$ cat config.mk
export PLATFORM = sky130hd
export DESIGN_NAME = stats_top
export DESIGN_NICKNAME = d
export VERILOG_FILES = /design/src/hw/stats_cmd_pkg.sv /design/src/hw/stats_data_pkg.sv /design/src/hw/stats_accum.sv /design/src/hw/stats_ctrl.sv /design/src/hw/stats_extreme.sv /design/src/hw/stats_top.sv
export VERILOG_INCLUDE_DIRS = /design/src /design/src/hw
export SDC_FILE = /design/constraint.sdc
export NUM_CORES = 1
export LEC_CHECK = 0
export ABC_AREA = 1
export BUFFER_PORTS_ARGS = -buffer_cell sky130_fd_sc_hd__clkbuf_2
export CAP_MARGIN = 20
export CORE_AREA = 2 2 104 106
export CTS_CLUSTER_DIAMETER = 150
export CTS_CLUSTER_SIZE = 28
export DETAILED_ROUTE_END_ITERATION = 8
export DIE_AREA = 0 0 106 108
export HOLD_SLACK_MARGIN = 0.08
export PLACE_DENSITY = 0.8
export SYNTH_ARGS = -nofsm -noshare
export SYNTH_HDL_FRONTEND = slang
export SYNTH_SLANG_ARGS = --single-unit
export TNS_END_PERCENT = 1
$ cat constraint.sdc
create_clock -name clk -period 2.55 [get_ports clk]
set_input_delay 0.3825 -clock clk [delete_from_list [all_inputs] [get_ports clk]]
set_output_delay 0.3825 -clock clk [all_outputs]
set_load 0.1 [all_outputs]
$ cat src/hw/stats_cfg.svh
`ifndef STATS_CFG_SVH
`define STATS_CFG_SVH

// Width of one unsigned input sample.
`define STATS_WIDTH 8

// Output registers behind each running-extreme tracker.
`define STATS_STAGES 2

// The sum and count wrap and flag overflow.
`define STATS_SUM_WIDTH 16
`define STATS_CNT_WIDTH 8

`endif

$ cat src/hw/stats_cmd_pkg.sv
`default_nettype none

package stats_cmd_pkg;

  typedef enum logic [1:0] {
    OP_CLEAR    = 2'd0,
    OP_START    = 2'd1,
    OP_STOP     = 2'd2,
    OP_SNAPSHOT = 2'd3
  } stats_op_e;

  typedef enum logic [1:0] {
    ST_IDLE  = 2'd0,
    ST_RUN   = 2'd1,
    ST_DRAIN = 2'd2
  } ctrl_state_e;

  typedef struct packed {
    logic      valid;
    stats_op_e op;
  } stats_cmd_t;

endpackage

`default_nettype wire

$ cat src/hw/stats_data_pkg.sv
`default_nettype none

`include "stats_cfg.svh"

package stats_data_pkg;

  typedef logic [`STATS_WIDTH-1:0] sample_t;

  // Live statistics as they leave the datapath.
  typedef struct packed {
    sample_t                      min;
    sample_t                      max;
    logic [`STATS_SUM_WIDTH-1:0]  sum;
    logic [`STATS_CNT_WIDTH-1:0]  count;
    logic                         overflow;  // Sticky, sum or count wrapped.
  } stats_t;

  // One snapshot as delivered to the consumer.
  typedef struct packed {
    stats_t                      stats;
    logic [`STATS_CNT_WIDTH-1:0] dropped;  // Saturates at all ones.
  } report_t;

endpackage

`default_nettype wire

$ cat src/hw/stats_accum.sv
`timescale 1ns/1ps
`default_nettype none

`include "stats_cfg.svh"

module stats_accum
  import stats_data_pkg::*;
(
  input  logic                        clk,
  input  logic                        rst_n,
  input  logic                        clr,
  input  logic                        en,
  input  sample_t                     val,
  output logic [`STATS_SUM_WIDTH-1:0] sum,
  output logic [`STATS_CNT_WIDTH-1:0] count,
  output logic                        overflow
);

  // One extra bit on each adder catches the carry out.
  logic [`STATS_SUM_WIDTH:0] sum_nxt;
  logic [`STATS_CNT_WIDTH:0] count_nxt;

  assign sum_nxt   = (`STATS_SUM_WIDTH + 1)'(sum) + (`STATS_SUM_WIDTH + 1)'(val);
  assign count_nxt = (`STATS_CNT_WIDTH + 1)'(count) + 1'b1;

  always_ff @(posedge clk) begin
    if (!rst_n || clr) begin
      sum      <= '0;
      count    <= '0;
      overflow <= 1'b0;
    end else if (en) begin
      sum   <= sum_nxt[`STATS_SUM_WIDTH-1:0];
      count <= count_nxt[`STATS_CNT_WIDTH-1:0];
      if (sum_nxt[`STATS_SUM_WIDTH] || count_nxt[`STATS_CNT_WIDTH]) begin
        overflow <= 1'b1;  // Stays set until the next clear.
      end
    end
  end

  a_count_cause: assert property (@(posedge clk) disable iff (!rst_n)
    !$stable(count) |-> ($past(en) || $past(clr)));

endmodule

`default_nettype wire

$ cat src/hw/stats_ctrl.sv
`timescale 1ns/1ps
`default_nettype none

`include "stats_cfg.svh"

module stats_ctrl
  import stats_data_pkg::*;
  import stats_cmd_pkg::*;
(
  input  logic       clk,
  input  logic       rst_n,
  input  stats_cmd_t cmd,
  input  logic       sample_en,
  input  stats_t     stats,
  output logic       acc_en,
  output logic       clr,
  output logic       busy,
  output logic       report_valid,
  output report_t    report
);

  localparam int DRAIN_W = $clog2(`STATS_STAGES + 2);
  localparam logic [`STATS_CNT_WIDTH-1:0] DROP_MAX = '1;

  ctrl_state_e                 state;
  ctrl_state_e                 ret_state;
  stats_cmd_t                  cmd_q;
  logic [DRAIN_W-1:0]          drain_cnt;
  logic [`STATS_CNT_WIDTH-1:0] dropped;
  logic                        cmd_live;
  logic                        drain_done;

  // Commands that land while draining are simply lost.
  assign cmd_live   = cmd_q.valid && (state != ST_DRAIN);
  assign drain_done = (state == ST_DRAIN) && (drain_cnt == DRAIN_W'(`STATS_STAGES));

  assign acc_en = sample_en && (state == ST_RUN);
  assign busy   = (state == ST_DRAIN);

  always_ff @(posedge clk) begin
    if (!rst_n) begin
      cmd_q <= '0;
    end else begin
      cmd_q <= cmd;
    end
  end

  always_ff @(posedge clk) begin
    if (!rst_n) begin
      state     <= ST_IDLE;
      ret_state <= ST_IDLE;
      drain_cnt <= '0;
    end else begin
      case (state)
        ST_DRAIN: begin
          if (drain_done) begin
            state <= ret_state;
          end else begin
            drain_cnt <= drain_cnt + 1'b1;
          end
        end
        default: begin
          if (cmd_live) begin
            case (cmd_q.op)
              OP_START: state <= ST_RUN;
              OP_STOP:  state <= ST_IDLE;
              OP_SNAPSHOT: begin
                ret_state <= state;  // Come back here once the report is out.
                drain_cnt <= '0;
                state     <= ST_DRAIN;
              end
              default: ;  // OP_CLEAR only raises clr below.
            endcase
          end
        end
      endcase
    end
  end

  always_ff @(posedge clk) begin
    if (!rst_n) begin
      clr          <= 1'b0;
      report_valid <= 1'b0;
      dropped      <= '0;
    end else begin
      clr          <= cmd_live && (cmd_q.op == OP_CLEAR);
      report_valid <= drain_done;
      if (clr) begin
        dropped <= '0;
      end else if (sample_en && !acc_en && (dropped != DROP_MAX)) begin
        dropped <= dropped + 1'b1;
      end
    end
  end

  // The extreme pipelines have settled by the time the drain count expires.
  always_ff @(posedge clk) begin
    if (!rst_n) begin
      report <= '0;
    end else if (drain_done) begin
      report.stats   <= stats;
      report.dropped <= dropped;
    end
  end

  a_report_single: assert property (@(posedge clk) disable iff (!rst_n)
    report_valid |=> !report_valid);

endmodule

`default_nettype wire

$ cat src/hw/stats_extreme.sv
`timescale 1ns/1ps
`default_nettype none

`include "stats_cfg.svh"

module stats_extreme
  import stats_data_pkg::*;
#(
  parameter int FIND_MAX = 0,
  parameter int STAGES   = `STATS_STAGES
) (
  input  logic    clk,
  input  logic    rst_n,
  input  logic    clr,
  input  logic    en,
  input  sample_t val,
  output sample_t result
);

  // A minimum starts high and a maximum starts low.
  localparam sample_t INIT = (FIND_MAX != 0) ? sample_t'(0) : ~sample_t'(0);

  // Entry 0 tracks the extreme, the rest only delay it.
  sample_t stage_q [STAGES+1];
  logic    beats;

  assign beats  = (FIND_MAX != 0) ? (val > stage_q[0]) : (val < stage_q[0]);
  assign result = stage_q[STAGES];

  always_ff @(posedge clk) begin
    if (!rst_n || clr) begin
      for (int i = 0; i <= STAGES; i++) begin
        stage_q[i] <= INIT;
      end
    end else begin
      if (en && beats) begin
        stage_q[0] <= val;
      end
      for (int i = 1; i <= STAGES; i++) begin
        stage_q[i] <= stage_q[i-1];
      end
    end
  end

  if (FIND_MAX == 0) begin : g_min_check
    // Through the whole pipe a minimum can only fall.
    a_min_monotonic: assert property (@(posedge clk) disable iff (!rst_n)
      !clr |=> (result <= $past(result)));
  end

endmodule

`default_nettype wire

$ cat src/hw/stats_top.sv
`timescale 1ns/1ps
`default_nettype none

module stats_top
  import stats_data_pkg::*;
  import stats_cmd_pkg::*;
(
  input  logic       clk,
  input  logic       rst_n,
  input  stats_cmd_t cmd,
  input  logic       sample_en,
  input  sample_t    sample,
  output logic       busy,
  output logic       report_valid,
  output report_t    report
);

  logic   acc_en;
  logic   clr;
  stats_t stats;  // Each datapath block drives its own fields.

  stats_ctrl ctrl_i (
    .clk         (clk),
    .rst_n       (rst_n),
    .cmd         (cmd),
    .sample_en   (sample_en),
    .stats       (stats),
    .acc_en      (acc_en),
    .clr         (clr),
    .busy        (busy),
    .report_valid(report_valid),
    .report      (report)
  );

  stats_extreme #(
    .FIND_MAX(0)
  ) min_i (
    .clk   (clk),
    .rst_n (rst_n),
    .clr   (clr),
    .en    (acc_en),
    .val   (sample),
    .result(stats.min)
  );

  stats_extreme #(
    .FIND_MAX(1)
  ) max_i (
    .clk   (clk),
    .rst_n (rst_n),
    .clr   (clr),
    .en    (acc_en),
    .val   (sample),
    .result(stats.max)
  );

  stats_accum accum_i (
    .clk     (clk),
    .rst_n   (rst_n),
    .clr     (clr),
    .en      (acc_en),
    .val     (sample),
    .sum     (stats.sum),
    .count   (stats.count),
    .overflow(stats.overflow)
  );

endmodule

`default_nettype wire

# Yosys cells after proc, flatten, opt, wreduce, memory -nomap -nowiden
# Memories as Yosys holds them, arrays and structs flattened. A register that Yosys moved wholly into a read port is not among the register bits.
# Index checks and enable logic that the tools add are counted.
dict set report totals {
  regBits 77
  mem_bits_rw 48
  mem_count 2
}
dict set report op_classes {
  add_sub_neg 4
  magnitude_cmp 2
  eq_ne 10
  muxes 23
  bitwise 8
  n_reduce_logical 23
}
# name depth word_bits read_ports rd_ports_with_merged_regs wr line_no
set mem_list {}
lappend mem_list {max_i.stage_q 3 8 3 1 3 stats_extreme.sv:24} ;# sample_t stage_q [STAGES+1];
lappend mem_list {min_i.stage_q 3 8 3 1 3 stats_extreme.sv:24}
# op n
set ops {}
lappend ops {{$mux W8} 6}
lappend ops {{$add A16 B8 Y17} 1}
lappend ops {{$mux W2} 7}
lappend ops {{$add A8 B1 Y9 const B} 1}
lappend ops {{$mux W1} 9}
lappend ops {{$reduce_and A3 Y1} 3}
lappend ops {{$add A8 B1 Y8 const B} 1}
lappend ops {{$eq A2 B2 Y1 const B} 4}
lappend ops {{$gt A8 B8 Y1} 1}
lappend ops {{$logic_and A1 B1 Y1} 8}
lappend ops {{$lt A8 B8 Y1} 1}
lappend ops {{$ne A8 B8 Y1 const B} 1}
lappend ops {{$or A1 B1 Y1} 6}
lappend ops {{$pmux W2 S3} 1}
lappend ops {{$eq A2 B1 Y1 const B} 2}
lappend ops {{$logic_not A1 Y1} 4}
lappend ops {{$ne A2 B2 Y1 const B} 2}
lappend ops {{$reduce_bool A2 Y1} 2}
lappend ops {{$reduce_bool A4 Y1} 1}
lappend ops {{$add A2 B1 Y2 const B} 1}
lappend ops {{$logic_not A2 Y1} 1}
lappend ops {{$logic_or A1 B1 Y1} 2}
lappend ops {{$ne A2 B1 Y1 const B} 1}
lappend ops {{$not A1 Y1} 2}
lappend ops {{2 further kinds} 2}

# Logic depth before layout (Yosys ltp)
# Gate-level depths: netlist of the first run.
dict set report logic_depth {
  word_depth 7
  depth_mapped 10
  depth_no_buf 10
}

# Cells and area by module
# A second synthesis of the first run with hierarchy kept.
dict set report unflattened {
  hier_cells 821
  area_unflattened_um2 6693.9
}
# module n_inst cells_per_inst area_per_inst_um2 seq_area_each_um2
set by_module_without_submodules {}
lappend by_module_without_submodules {stats_ctrl 1 348 2593.7 1361.3}
lappend by_module_without_submodules {stats_accum 1 243 1665.3 500.5}
lappend by_module_without_submodules {{stats_extreme (max_i)} 1 118 1261.2 720.7}
lappend by_module_without_submodules {{stats_extreme (min_i)} 1 112 1173.6 720.7}

# Least setup slack after synthesis of the first run
# No wires, ideal clock.
dict set report synth_path {
  kind {input to register}
  start {input port sample[0]}
  end {register accum_i.sum[12]}
  setup_time_ns 0.113
  t_arrival_ns 1.578
  t_required_ns 2.437
  slack_ns 0.859
  cell_stages 10
  path_buffers 0
  path_cell_list {ha_1 > fa_1 > nand2_1 > nand3_1 > nand3_1 > nand2_1 > nand3b_1 > nand2_1 > nand2_1 > nor2_1}
}
dict set report synth_between {
  elab_chain_len 1
}
# item line_no
set synth_rtl {}
lappend synth_rtl {{start: declaration} stats_top.sv:12} ;# input sample_t sample,
lappend synth_rtl {{$add A16 B8 Y17} stats_accum.sv:23} ;# assign sum_nxt = (`STATS_SUM_WIDTH + 1)'(sum) + (`STATS_SUM_WIDTH + 1)'(val);
lappend synth_rtl {{end signal: assignment} stats_accum.sv:32} ;# sum <= sum_nxt[`STATS_SUM_WIDTH-1:0];
lappend synth_rtl {{end: declaration} stats_accum.sv:14} ;# output logic [`STATS_SUM_WIDTH-1:0] sum,
# No other way between the ends.
# A chain may end at the register's enable or synchronous reset.

# Final worst setup path of the first run
dict set report layout_path {
  start {register ctrl_i.state[0]}
  end {output port busy}
}
dict set report layout_between {
  elab_chain_len 1
}
# item line_no
set layout_rtl {}
lappend layout_rtl {{start: declaration} stats_ctrl.sv:25} ;# ctrl_state_e state;
lappend layout_rtl {{start signal: assignment} stats_ctrl.sv:57} ;# state <= ret_state;
lappend layout_rtl {{$eq A2 B2 Y1} stats_ctrl.sv:38} ;# assign busy = (state == ST_DRAIN);
lappend layout_rtl {{end: declaration} stats_top.sv:13} ;# output logic busy,
# No other way between the ends.

==> metrics.txt, run 1 <==
slowest stage cell, crit path=clkbuf_2; Final Critical Period=a little over 2000 ps; final worst path period share=about four fifths; top cells by count, synth=134 x nor2_1, 111 x nand2_1, 109 x dfxtp_1; Synth async-reset ratio=0%; GRT Residual Overflow=0; simple-gate area share of the yosys netlist=22.1%; Post CTS Setup Buffer Count=0; Max Cap Violations=0; CP peak stage delay=460 ps; pre-CTS setup slack=585 ps; LEAKAGE=3.43 nW; gp weighted congestion=slightly below 0.9; Final Util=70.6%; Hold/Removal Path Class=primary input to register; Synth area leaders=dfxtp_1 36%, edfxtp_1 16%, nor2_1 8.3%, nand2_1 6.9%, ha_1 6.0%; DP HPWL=8730 um; Initial Utilization=59.4%; global-route wire length before repair=roughly 22000 um; Final Slew Violations=0; Mapped Cells=740; critical path cell sequence=inv_2 -> nand2_2 -> inv_1 -> clkbuf_2; clock skew=9.17 ps; Post-DP Area=between 6000 and 7000 um2; worst ir drop on vdd=approximately 380 uV; #FFs+latches synth=141; hold path startpoint=rst_n; Primary FF master, synth=dfxtp_1; worst reg2reg path startpoint=accum_i.sum[0]$_SDFFE_PP0P_; Clk Latency, worst-skew pair=between 500 and 600 ps; Layout Nets=863; Arr. time, crit path=1640 ps; post-synthesis cell area=around 6100 um2; WP data required=approximately 2200 ps; row count=37; vias per inst=between 5 and 6; vias in the first global route=4978; Worst Reg2Reg Path Length in Cells=10; final setup margin=524 ps; total power draw=5.36 mW; synth unique cells=42; worst rel slew slack=45.9%; FF-to-FF End=accum_i.sum[12]$_SDFFE_PP0P_; Longest Clk Path Bufs=2; largest family of logic cells by synthesized area=simple AND/OR/NAND/NOR gates; number of buffers created by CTS=17; mux contribution to synthesized area=0%; f_max=approximately 0.49 GHz; Placeable Area=10200 um2; yosys warns=0; fin area=between 7000 and 8000 um2; Hold Path End=ctrl_i.report_valid$_SDFF_PN0_; DRT antenna net count=0; Max H-tree Level=4; top cell type's share of synthesized area=between 30% and 40%; die height=about 110 um; largest net degree at the start of global routing=57; placed cells=933; CP Capture Type=output pin; # diodes=0; Initial DRC Count=approximately 360; initial antenna violation count=0; Worst setup SP type=register; Area Growth Syn to Fin=18.8%; PD cells=742 nW/um2; Non-Filler Instances=967; routed wire length per instance=13.9 um; DIE AREA=11400 um2; CP max FO=7; R2R setup slack=670 ps; Post-synth EDFFs=32; clock root buffer master=clkbuf_8; num ports=65; Post-Synth Adder-Cell Area=6.30%; Synth Area in XOR/XNOR=1.15%; register area share after synthesis=about half; Worst Tran Pin Value=810 ps; Initial DRT Pass Iterations=5; CTS tree=done; clock-pin slew on the worst setup and hold paths=~60 ps; Synth Area in Compound Gates=11.1%; cell with the most instances after synthesis=nor2_1; clock sink total=141; Total Routed Length=13400 um; synthesized area per cell=8.21 um2; gr usage total=24.7%; TNS Setup=0 ps; WHS Path Cells=3; Hold Vio Cnt, Final=0; # DRC=0; Yosys top cell by area=dfxtp_1; final setup violation count=0; layout cells sized above 1=14.2%; die width=106 um; total number of vias=5166; RSZ-0062 raised after global routing=no; status=complete, no violations; fill count=about 800; hold_ws=~160 ps; CP Class=register to output pin; I/O Buffers=64
power by group:
part	switching, mW	internal, mW	total, mW
clock	0.903	1.75	2.66
combinational	0.219	0.101	0.320
sequential	0.0282	2.35	2.38
total	1.15	4.20	5.36
what timing repair did:
item,in CTS,in global routing
hold buffers,3,0
hold endpoints to repair,3,0
gates resized for setup,0,0
critical path: cells and delay by family, from the launching register on:
family	cells	cell delay, ps
simple gates	1	110
buf+inv	3	660
flops	1	360
final cells by class:
cell class	count	area (um2)	share of cell area [%]
sequential	141	3140	43.5
multi-input combinational	498	2530	35.0
clock buffer	21	493	6.83
timing repair buffer	73	395	5.48
inverter	88	330	4.58
tap	136	170	2.36
clock inverter	10	156	2.17
state kept, by name, summed over array words and instances (netlist names):
register and flops:
accum_i.sum 16, ctrl_i.state 2, ctrl_i.drain_cnt 2, min_i.stage_q 24, ctrl_i.cmd_q 3, ctrl_i.ret_state 2
accum_i.overflow 1, accum_i.count 8, ctrl_i.report 49, ctrl_i.report_valid 1, max_i.stage_q 24, ctrl_i.dropped 8
ctrl_i.clr 1
placed cells by master (no fill, tap or decap), types with 2 or more instances in the layout:
master | Yosys | final
nor2_1 | 134 | 134
nand2_1 | 111 | 111
dfxtp_1 | 109 | 109
inv_1 | 80 | 80
clkbuf_2 | 0 | 64
o21ai_0 | 58 | 58
a21oi_1 | 49 | 49
nand3_1 | 39 | 39
edfxtp_1 | 32 | 32
ha_1 | 29 | 29
clkbuf_16 | 0 | 19
conb_1 | 1 | 16
or2_1 | 9 | 9
inv_2 | 8 | 8
buf_4 | 1 | 6
o21a_1 | 5 | 5
xor2_1 | 5 | 5
nand4_1 | 4 | 4
nor3_1 | 4 | 4
bufinv_16 | 0 | 4
clkinv_2 | 0 | 4
nand3b_1 | 3 | 3
xnor2_1 | 3 | 3
o21ai_1 | 3 | 3
dlygate4sd3_1 | 0 | 3
nand2_2 | 2 | 2
o211ai_1 | 2 | 2
nor2_4 | 2 | 2
nor2_2 | 2 | 2
o22ai_1 | 2 | 2
a21o_1 | 2 | 2
worst max path at each step:
stage	start	depth (start not counted)	to	slack [ps]
finish	ctrl_i.state[0]$_SDFFE_PN0P_	4	busy	520
global route	ctrl_i.state[0]$_SDFFE_PN0P_	4	busy	460
detailed placement	sample[0]	11	accum_i.sum[12]$_SDFFE_PP0P_	580
CTS	ctrl_i.state[0]$_SDFFE_PN0P_	4	busy	510
global placement	sample[0]	11	accum_i.sum[12]$_SDFFE_PP0P_	640
floorplan	sample[0]	10	accum_i.sum[12]$_SDFFE_PP0P_	860
metal layers:
layer  wire, um  vias up  share of wire [%]  track usage, %
met5          0        -                  0               0
li1           -     2538                  -               -
met3        769       28                5.7            5.97
met2       6630      171                 49            43.3
met4        250        0                1.9            9.02
met1       5750     2429                 43            29.7
cells by family (layout without fill, tap and decap cells):
kind of cell               Yosys count  after routing
other                                1             16
adders and majority gates           30             30
DFF                                141            141
buffers and inverters              116            192
xor gates and xnor gates             8              8
and+or+nand+nor                    318            318
AOI/OAI and AO/OA                  126            126
Power figures use the tool's default switching activity.
==> run 2, diff against run 1 <==
- CORE_AREA: 2 2 104 106 -> 2 2 106 108
- DIE_AREA: 0 0 106 108 -> 0 0 108 110
- PLACE_DENSITY: 0.8 -> 0.77
- clock period: 2.55 -> 1.9 ns (I/O delays scaled with it)
==> run 2 against run 1 <==
  * Non-clock buffer count is 3 higher
  * Sequential power up 34%
  * Routed wire length decreased by 5.6%
  * Register-to-register slack worse by 480 ps
  * Largest cell class unchanged
  * Highest routed layer unchanged
==> metrics.txt, run 2 (synthesis gave the netlist of run 1 again) <==
WHS Path Cells=3 (unchanged); final setup violation count=0 (unchanged); CTS tree=done (unchanged); Clk Latency, worst-skew pair=530 ps (about the same); Hold Vio Cnt, Final=0 (unchanged); row count=38 (was 37); WP data required=1620 ps (was 2170 ps); GRT Residual Overflow=0 (unchanged); Final Util=67.0% (was 70.6%); R2R setup slack=190 ps (was 670 ps); largest registers=ctrl_i.report x49, max_i.stage_q x24, min_i.stage_q x24 (unchanged); DP HPWL=8800 um (was 8730 um); placed cells=939 (was 933); gp weighted congestion=0.881 (was 0.895); Worst Tran Pin Value=713 ps (was 810 ps); vias in the first global route=4534 (was 4978); leading cell type in the layout, fill and taps excluded=nor2_1 (unchanged); initial antenna violation count=0 (unchanged); # DRC=0 (unchanged); Biggest register=ctrl_i.report (unchanged); CP Capture Type=output pin (unchanged); DIE AREA=11900 um2 (was 11400 um2); total power draw=6.69 mW (was 5.36 mW); total number of vias=5004 (was 5166); I/O Buffers=64 (unchanged); most frequent cells in the layout=134 x nor2_1, 110 x nand2_1, 109 x dfxtp_1, 80 x inv_1, 63 x clkbuf_2 (was 134 x nor2_1, 111 x nand2_1, 109 x dfxtp_1, 80 x inv_1, 64 x clkbuf_2); worst reg2reg path startpoint=accum_i.sum[0]$_SDFFE_PP0P_ (unchanged); critical path cell sequence=inv_2 -> nand2_2 -> inv_1 -> clkbuf_4 (was inv_2 -> nand2_2 -> inv_1 -> clkbuf_2); Worst Reg2Reg Path Length in Cells=10 (unchanged); worst ir drop on vdd=593 uV (was 380 uV); clock sink total=141 (unchanged); f_max=0.552 GHz; num ports=65 (unchanged); CP Class=register to output pin (unchanged); TNS Setup=0 ps (unchanged); status=complete, no violations (unchanged); global-route wire length before repair=20900 um (was 22500 um); Non-Filler Instances=975 (was 967); Initial DRC Count=279 (was 363); Arr. time, crit path=1530 ps (was 1640 ps); max reg flops=49 (unchanged); Layout Nets=866 (was 863); Hold/Removal Path Class=primary input to register (unchanged); clock skew=8.28 ps (was 9.17 ps); fill count=881 (was 797); Initial Utilization=56.8% (was 59.4%); routed wire length per instance=13.0 um (was 13.9 um); Longest Clk Path Bufs=2 (unchanged); PD cells=933 nW/um2 (was 742 nW/um2); vias per inst=5.13 (was 5.34); CP peak stage delay=350 ps (was 460 ps); layout cells sized above 1=14.9% (was 14.2%); clock-pin slew on the worst setup and hold paths=60 ps (about the same); CP max FO=7 (unchanged); Max H-tree Level=4 (unchanged); die width=108 um (was 106 um); clock root buffer master=clkbuf_8 (unchanged); slowest stage cell, crit path=dfxtp_1 (was clkbuf_2); Hold Path End=min_i.stage_q[0][3]$_SDFFCE_PP1P_ (was ctrl_i.report_valid$_SDFF_PN0_); gr usage total=22.7% (was 24.7%); number of buffers created by CTS=17 (unchanged); Placeable Area=10700 um2 (was 10200 um2); CP Launch Point=ctrl_i.state[0]$_SDFFE_PN0P_ (unchanged); Final Slew Violations=0 (unchanged); FF-to-FF End=accum_i.sum[12]$_SDFFE_PP0P_ (unchanged); Area Growth Syn to Fin=18.0% (was 18.8%); die height=110 um (was 108 um); RSZ-0062 raised after global routing=no (unchanged); final worst path period share=95.4%; largest net degree at the start of global routing=57 (unchanged); fin area=7170 um2 (was 7220 um2); DRT antenna net count=0 (unchanged); Initial DRT Pass Iterations=5 (unchanged); hold path startpoint=sample[3] (was rst_n); worst rel slew slack=52.4% (was 45.9%); Final Critical Period=around 1800 ps; Total Routed Length=12600 um (was 13400 um); # diodes=0 (unchanged); Max Cap Violations=0 (unchanged); LEAKAGE=3.40 nW (was 3.43 nW); Worst setup SP type=register (unchanged); Post-DP Area=6570 um2 (was 6540 um2)
run 2: changes by cell type in the layout (fill, tap and decap cells not counted), moves of 3 or more:
cell       delta
inv_6         +9
bufinv_16     -4
clkinv_2      -4
clkbuf_16     -3
inv_8         +3
run 2: power by group:
| group | switching (mW) | leakage, nW | internal [mW] | total, mW |
|---|---|---|---|---|
| combinational | 0.286 | 1.93 | 0.142 | 0.428 |
| sequential | 0.0347 | 1.20 | 3.15 | 3.19 |
| clock | 1.40 | 0.272 | 1.67 | 3.07 |
| total | 1.72 | 3.40 | 4.97 | 6.69 |
run 2: cell type report:
type	count	area, um2	share of cell area [%]
sequential	141	3140	43.8
multi-input combinational	498	2530	35.4
timing repair buffer	76	435	6.07
clock buffer	17	414	5.78
inverter	88	330	4.61
tap	140	175	2.44
clock inverter	15	138	1.92
run 2: repair_timing:
item	4_1_cts	5_1_grt
buffers inserted	0	0
hold buffers	4	0
pin swaps	0	0
gates resized for setup	1	2
endpoints found under the setup margin	1	10
endpoints found under the hold margin	6	0
run 2: layer usage:
layer	up-vias	track usage, %	routed length [um]
met3	24	5.23	714
met2	158	37.5	5950
li1	2545	-	-
met4	0	8.52	229
met1	2277	29.1	5750
met5	-	0	0
run 2: worst max-delay path, delay by kind of cell (launching register included):
kind                   cells  cell delay [ps]
and+or+nand+nor            1              120
buffers and inverters      3              540
DFF                        1              350
run 2: metrics by stage:
step           hold WS (ps)  setup WS [ps]
2_1_floorplan           383            249
5_1_grt                 130           6.44
6_report                132           87.4
3_5_place_dp            398           35.6
3_3_place_gp            395           83.0
4_1_cts                 114           84.1
run 2: how the worst max path moves through the flow:
stage | end | slack [ps] | depth (start not counted)
after floorplan | ctrl_i.state[0]$_SDFFE_PN0P_ | 250 | 7
after global placement | accum_i.sum[12]$_SDFFE_PP0P_ | 80 | 11
after detailed placement | accum_i.sum[12]$_SDFFE_PP0P_ | 40 | 11
after CTS | busy | 80 | 4
after global routing | busy | 6 | 4
final | busy | 90 | 4
==> run 3, diff against run 2 <==
- ABC_AREA: 1 -> 0
- CORE_AREA: 2 2 106 108 -> 2 2 105 107
- DIE_AREA: 0 0 108 110 -> 0 0 107 109
- SETUP_SLACK_MARGIN: default -> 0.5
==> run 3 against run 2 <==
  * Final area up 3.4%
  * Clock power is 6% higher
  * Sequential share of layout area is 1.3 points lower
  * Die area down 1.8%
  * Sequential power is essentially flat
  * Via count fell by 5.4%
  * Area after synthesis fell by 2.5%
  * Fmax grew 1.3%
  * Clock skew increased by 1.6 ps
  * Global-route usage increased by 0.71 points
  * First-iteration DRC count up 54%
  * Largest power group is now the clock network
  * Highest routed layer unchanged
==> metrics.txt, run 3 <==
status=complete, no violations (unchanged); DR WL met2=6490 um (was 5950 um); register area share after synthesis=53.0% (was 51.7%); CP peak stage delay=490 ps (was 350 ps); # DRC=0 (unchanged); CP Class=register to register (was register to output pin); RSZ-0062 raised after global routing=yes (was no); Non-Filler Instances=874 (was 975); Initial DRC Count=430 (was 279); largest net degree at the start of global routing=42 (was 57); GRT Residual Overflow=0 (unchanged); Yosys top cell by area=dfxtp_1 (unchanged); Final Critical Period=1790 ps (was 1810 ps); Worst setup SP type=register (unchanged); Mapped Cells=620 (was 740); row count=38 (unchanged); max reg flops=49 (unchanged); slowest stage cell, crit path=or4_1 (was dfxtp_1); met3 routed WL=796 um (was 714 um); Initial Utilization=55.9% (was 56.8%); Worst Tran Pin Value=568 ps (was 713 ps); highest metal layer with signal wires=met4 (unchanged); WP data required=2370 ps (was 1620 ps); worst ir drop on vdd=654 uV (was 593 uV); yosys warns=0 (unchanged); Total Routed Length=13500 um (was 12600 um); vias in the first global route=4397 (was 4534); CP max FO=4 (was 7); Clk Latency, worst-skew pair=520 ps (was 530 ps); wl on met1=5980 um (was 5750 um); f_max=0.559 GHz (was 0.552 GHz); final worst path period share=94.2% (was 95.4%); #FFs+latches synth=141 (unchanged); PD cells=937 nW/um2 (was 933 nW/um2); I/O Buffers=64 (unchanged); Final Util=69.9% (was 67.0%); gp weighted congestion=0.900 (was 0.881); final setup violation count=0 (unchanged); number of buffers created by CTS=17 (unchanged); DP HPWL=9040 um (was 8800 um); clock-pin slew on the worst setup and hold paths=60 ps (about the same); die width=107 um (was 108 um); Primary FF master, synth=dfxtp_1 (unchanged); leading cell type in the layout, fill and taps excluded=nand2_1 (was nor2_1); Arr. time, crit path=2260 ps (was 1530 ps); largest registers=ctrl_i.report x49, max_i.stage_q x24, min_i.stage_q x24 (unchanged); Max Cap Violations=0 (unchanged); gr usage total=23.4% (was 22.7%); Initial DRT Pass Iterations=6 (was 5); most frequent cells in the layout=136 x nand2_1, 104 x dfxtp_1, 63 x clkbuf_2, 42 x a21oi_1, 32 x edfxtp_1 (was 134 x nor2_1, 110 x nand2_1, 109 x dfxtp_1, 80 x inv_1, 63 x clkbuf_2); top cells by count, synth=137 x nand2_1, 109 x dfxtp_1, 45 x a21oi_1 (was 134 x nor2_1, 111 x nand2_1, 109 x dfxtp_1); fill count=755 (was 881); Hold/Removal Path Class=primary input to register (unchanged); CP Capture Type=register (was output pin); initial antenna violation count=0 (unchanged); top cell type's share of synthesized area=36.8% (was 35.9%); CTS tree=done (unchanged); Post-synth EDFFs=32 (unchanged); die height=109 um (was 110 um); clock root buffer master=clkbuf_8 (unchanged); worst rel slew slack=62.3% (was 52.4%); Max H-tree Level=4 (unchanged); Longest Clk Path Bufs=2 (unchanged); Synth area leaders=dfxtp_1 37%, edfxtp_1 16%, nand2_1 8.7%, ha_1 6.1%, a21oi_1 3.8% (was dfxtp_1 36%, edfxtp_1 16%, nor2_1 8.3%, nand2_1 6.9%, ha_1 6.0%); clock sink total=141 (unchanged); Final Slew Violations=0 (unchanged); vias per inst=5.42 (was 5.13); Biggest register=ctrl_i.report (unchanged); Placeable Area=10600 um2 (was 10700 um2); LEAKAGE=2.98 nW (was 3.40 nW); # diodes=0 (unchanged); post-synthesis cell area=5930 um2 (was 6080 um2); placed cells=824 (was 939); Area Growth Syn to Fin=25.1% (was 18.0%); cell with the most instances after synthesis=nand2_1 (was nor2_1); synth unique cells=53 (was 42); Synth async-reset ratio=0% (unchanged); num ports=65 (unchanged); layout cells sized above 1=22.5% (was 14.9%); global-route wire length before repair=21200 um (was 20900 um); routed wire length per instance=15.5 um (was 13.0 um); total number of vias=4733 (was 5004); synthesized area per cell=9.56 um2 (was 8.21 um2); critical path cell sequence=ha_4 -> o211ai_2 -> o211ai_2 -> nand2_1 -> or4_1 -> nand2_1 (was inv_2 -> nand2_2 -> inv_1 -> clkbuf_4); R2R setup slack=110 ps (was 190 ps); Layout Nets=765 (was 866); DRT antenna net count=0 (unchanged); clock skew=9.83 ps (was 8.28 ps); Hold Vio Cnt, Final=0 (unchanged); DIE AREA=11700 um2 (was 11900 um2)
## run 3: cell count changes after synthesis, moves of 7 or more
cell      before  now
a21boi_0       0    9
a21boi_1       1   23
and2_1         1   21
inv_1         80   23
nand2_1      111  137
nand2b_1       0   20
nand3_1       39   11
nand4_1        4   11
nor2_1       134   31
o21ai_0       58   16
or2_1          9    0
xor2_1         5   14
## run 3: area by class of cell
class	instances	area (um2)	share of cell area, %
repair buffers	96	626	8.44
flip-flops and latches	141	3150	42.5
clock buffers	19	422	5.69
inverters	25	96.3	1.30
clock inverters	13	164	2.21
multi-input cells	440	2780	37.5
well taps	140	175	2.36
## run 3: logic make-up after synthesis
kind of cell / Yosys count / synth area share, %
mux: 3 / 0.507
compound gates: 115 / 12.2
flops: 141 / 53.0
xor+xnor: 19 / 2.81
simple gates: 257 / 20.7
buf+inv: 54 / 4.22
other cells: 1 / 0.0633
fa+ha+maj: 30 / 6.46
## run 3: power breakdown
part	total (mW)	switching, mW	leakage, nW	internal (mW)
logic	0.486	0.279	1.49	0.207
registers	3.20	0.0434	1.20	3.15
clock network	3.26	1.25	0.287	2.01
total	6.94	1.57	2.98	5.37
## run 3: final timing paths
path / from / to / depth (start not counted)
hold reg to reg: min_i.stage_q[1][0]$_SDFFCE_PP1P_ / min_i.stage_q[2][0]$_SDFFCE_PP1P_ / 1
hold / removal: sample[2] / min_i.stage_q[0][2]$_SDFFCE_PP1P_ / 2
setup / recovery: accum_i.sum[3]$_SDFFE_PP0P_ / accum_i.sum[13]$_SDFFE_PP0P_ / 6
setup reg to reg: accum_i.sum[3]$_SDFFE_PP0P_ / accum_i.sum[13]$_SDFFE_PP0P_ / 6
## run 3: metal layers
metal	track usage, %	vias to the layer above
met5	0	-
li1	-	2289
met4	10.2	0
met2	36.4	180
met3	5.02	30
met1	31.6	2234
## run 3: what timing repair did
| action | CTS | global route |
|---|---|---|
| setup endpoints to repair | 145 | 147 |
| setup buffers | 8 | 7 |
| resized for setup | 20 | 22 |
| hold endpoints to repair | 3 | 0 |
| hold buffers | 3 | 0 |
| pin swaps | 7 | 11 |
## run 3: through the flow
stage | setup TNS [ps] | area [um2] | hold WS, ps | power [mW] | worst slack, ps
floorplan | 0 | 6000 | 386 | 3.52 | 212
global placement | 0 | 6480 | 400 | 3.63 | 39.8
detailed placement | -58.9 | 6480 | 394 | 3.65 | -15.3
CTS | 0 | 7240 | 108 | 6.91 | 88.1
global route | 0 | 7410 | 179 | 7.16 | 34.6
finish | 0 | 7410 | 157 | 6.94 | 110
## run 3: critical path: cells and delay by family (launching register included)
| family | cells | cell delay, ps |
|---|---|---|
| flip-flops | 1 | 360 |
| AO/OA/AOI/OAI | 2 | 360 |
| AND/OR/NAND/NOR | 3 | 700 |
| adder cells (fa/ha/maj) | 1 | 310 |
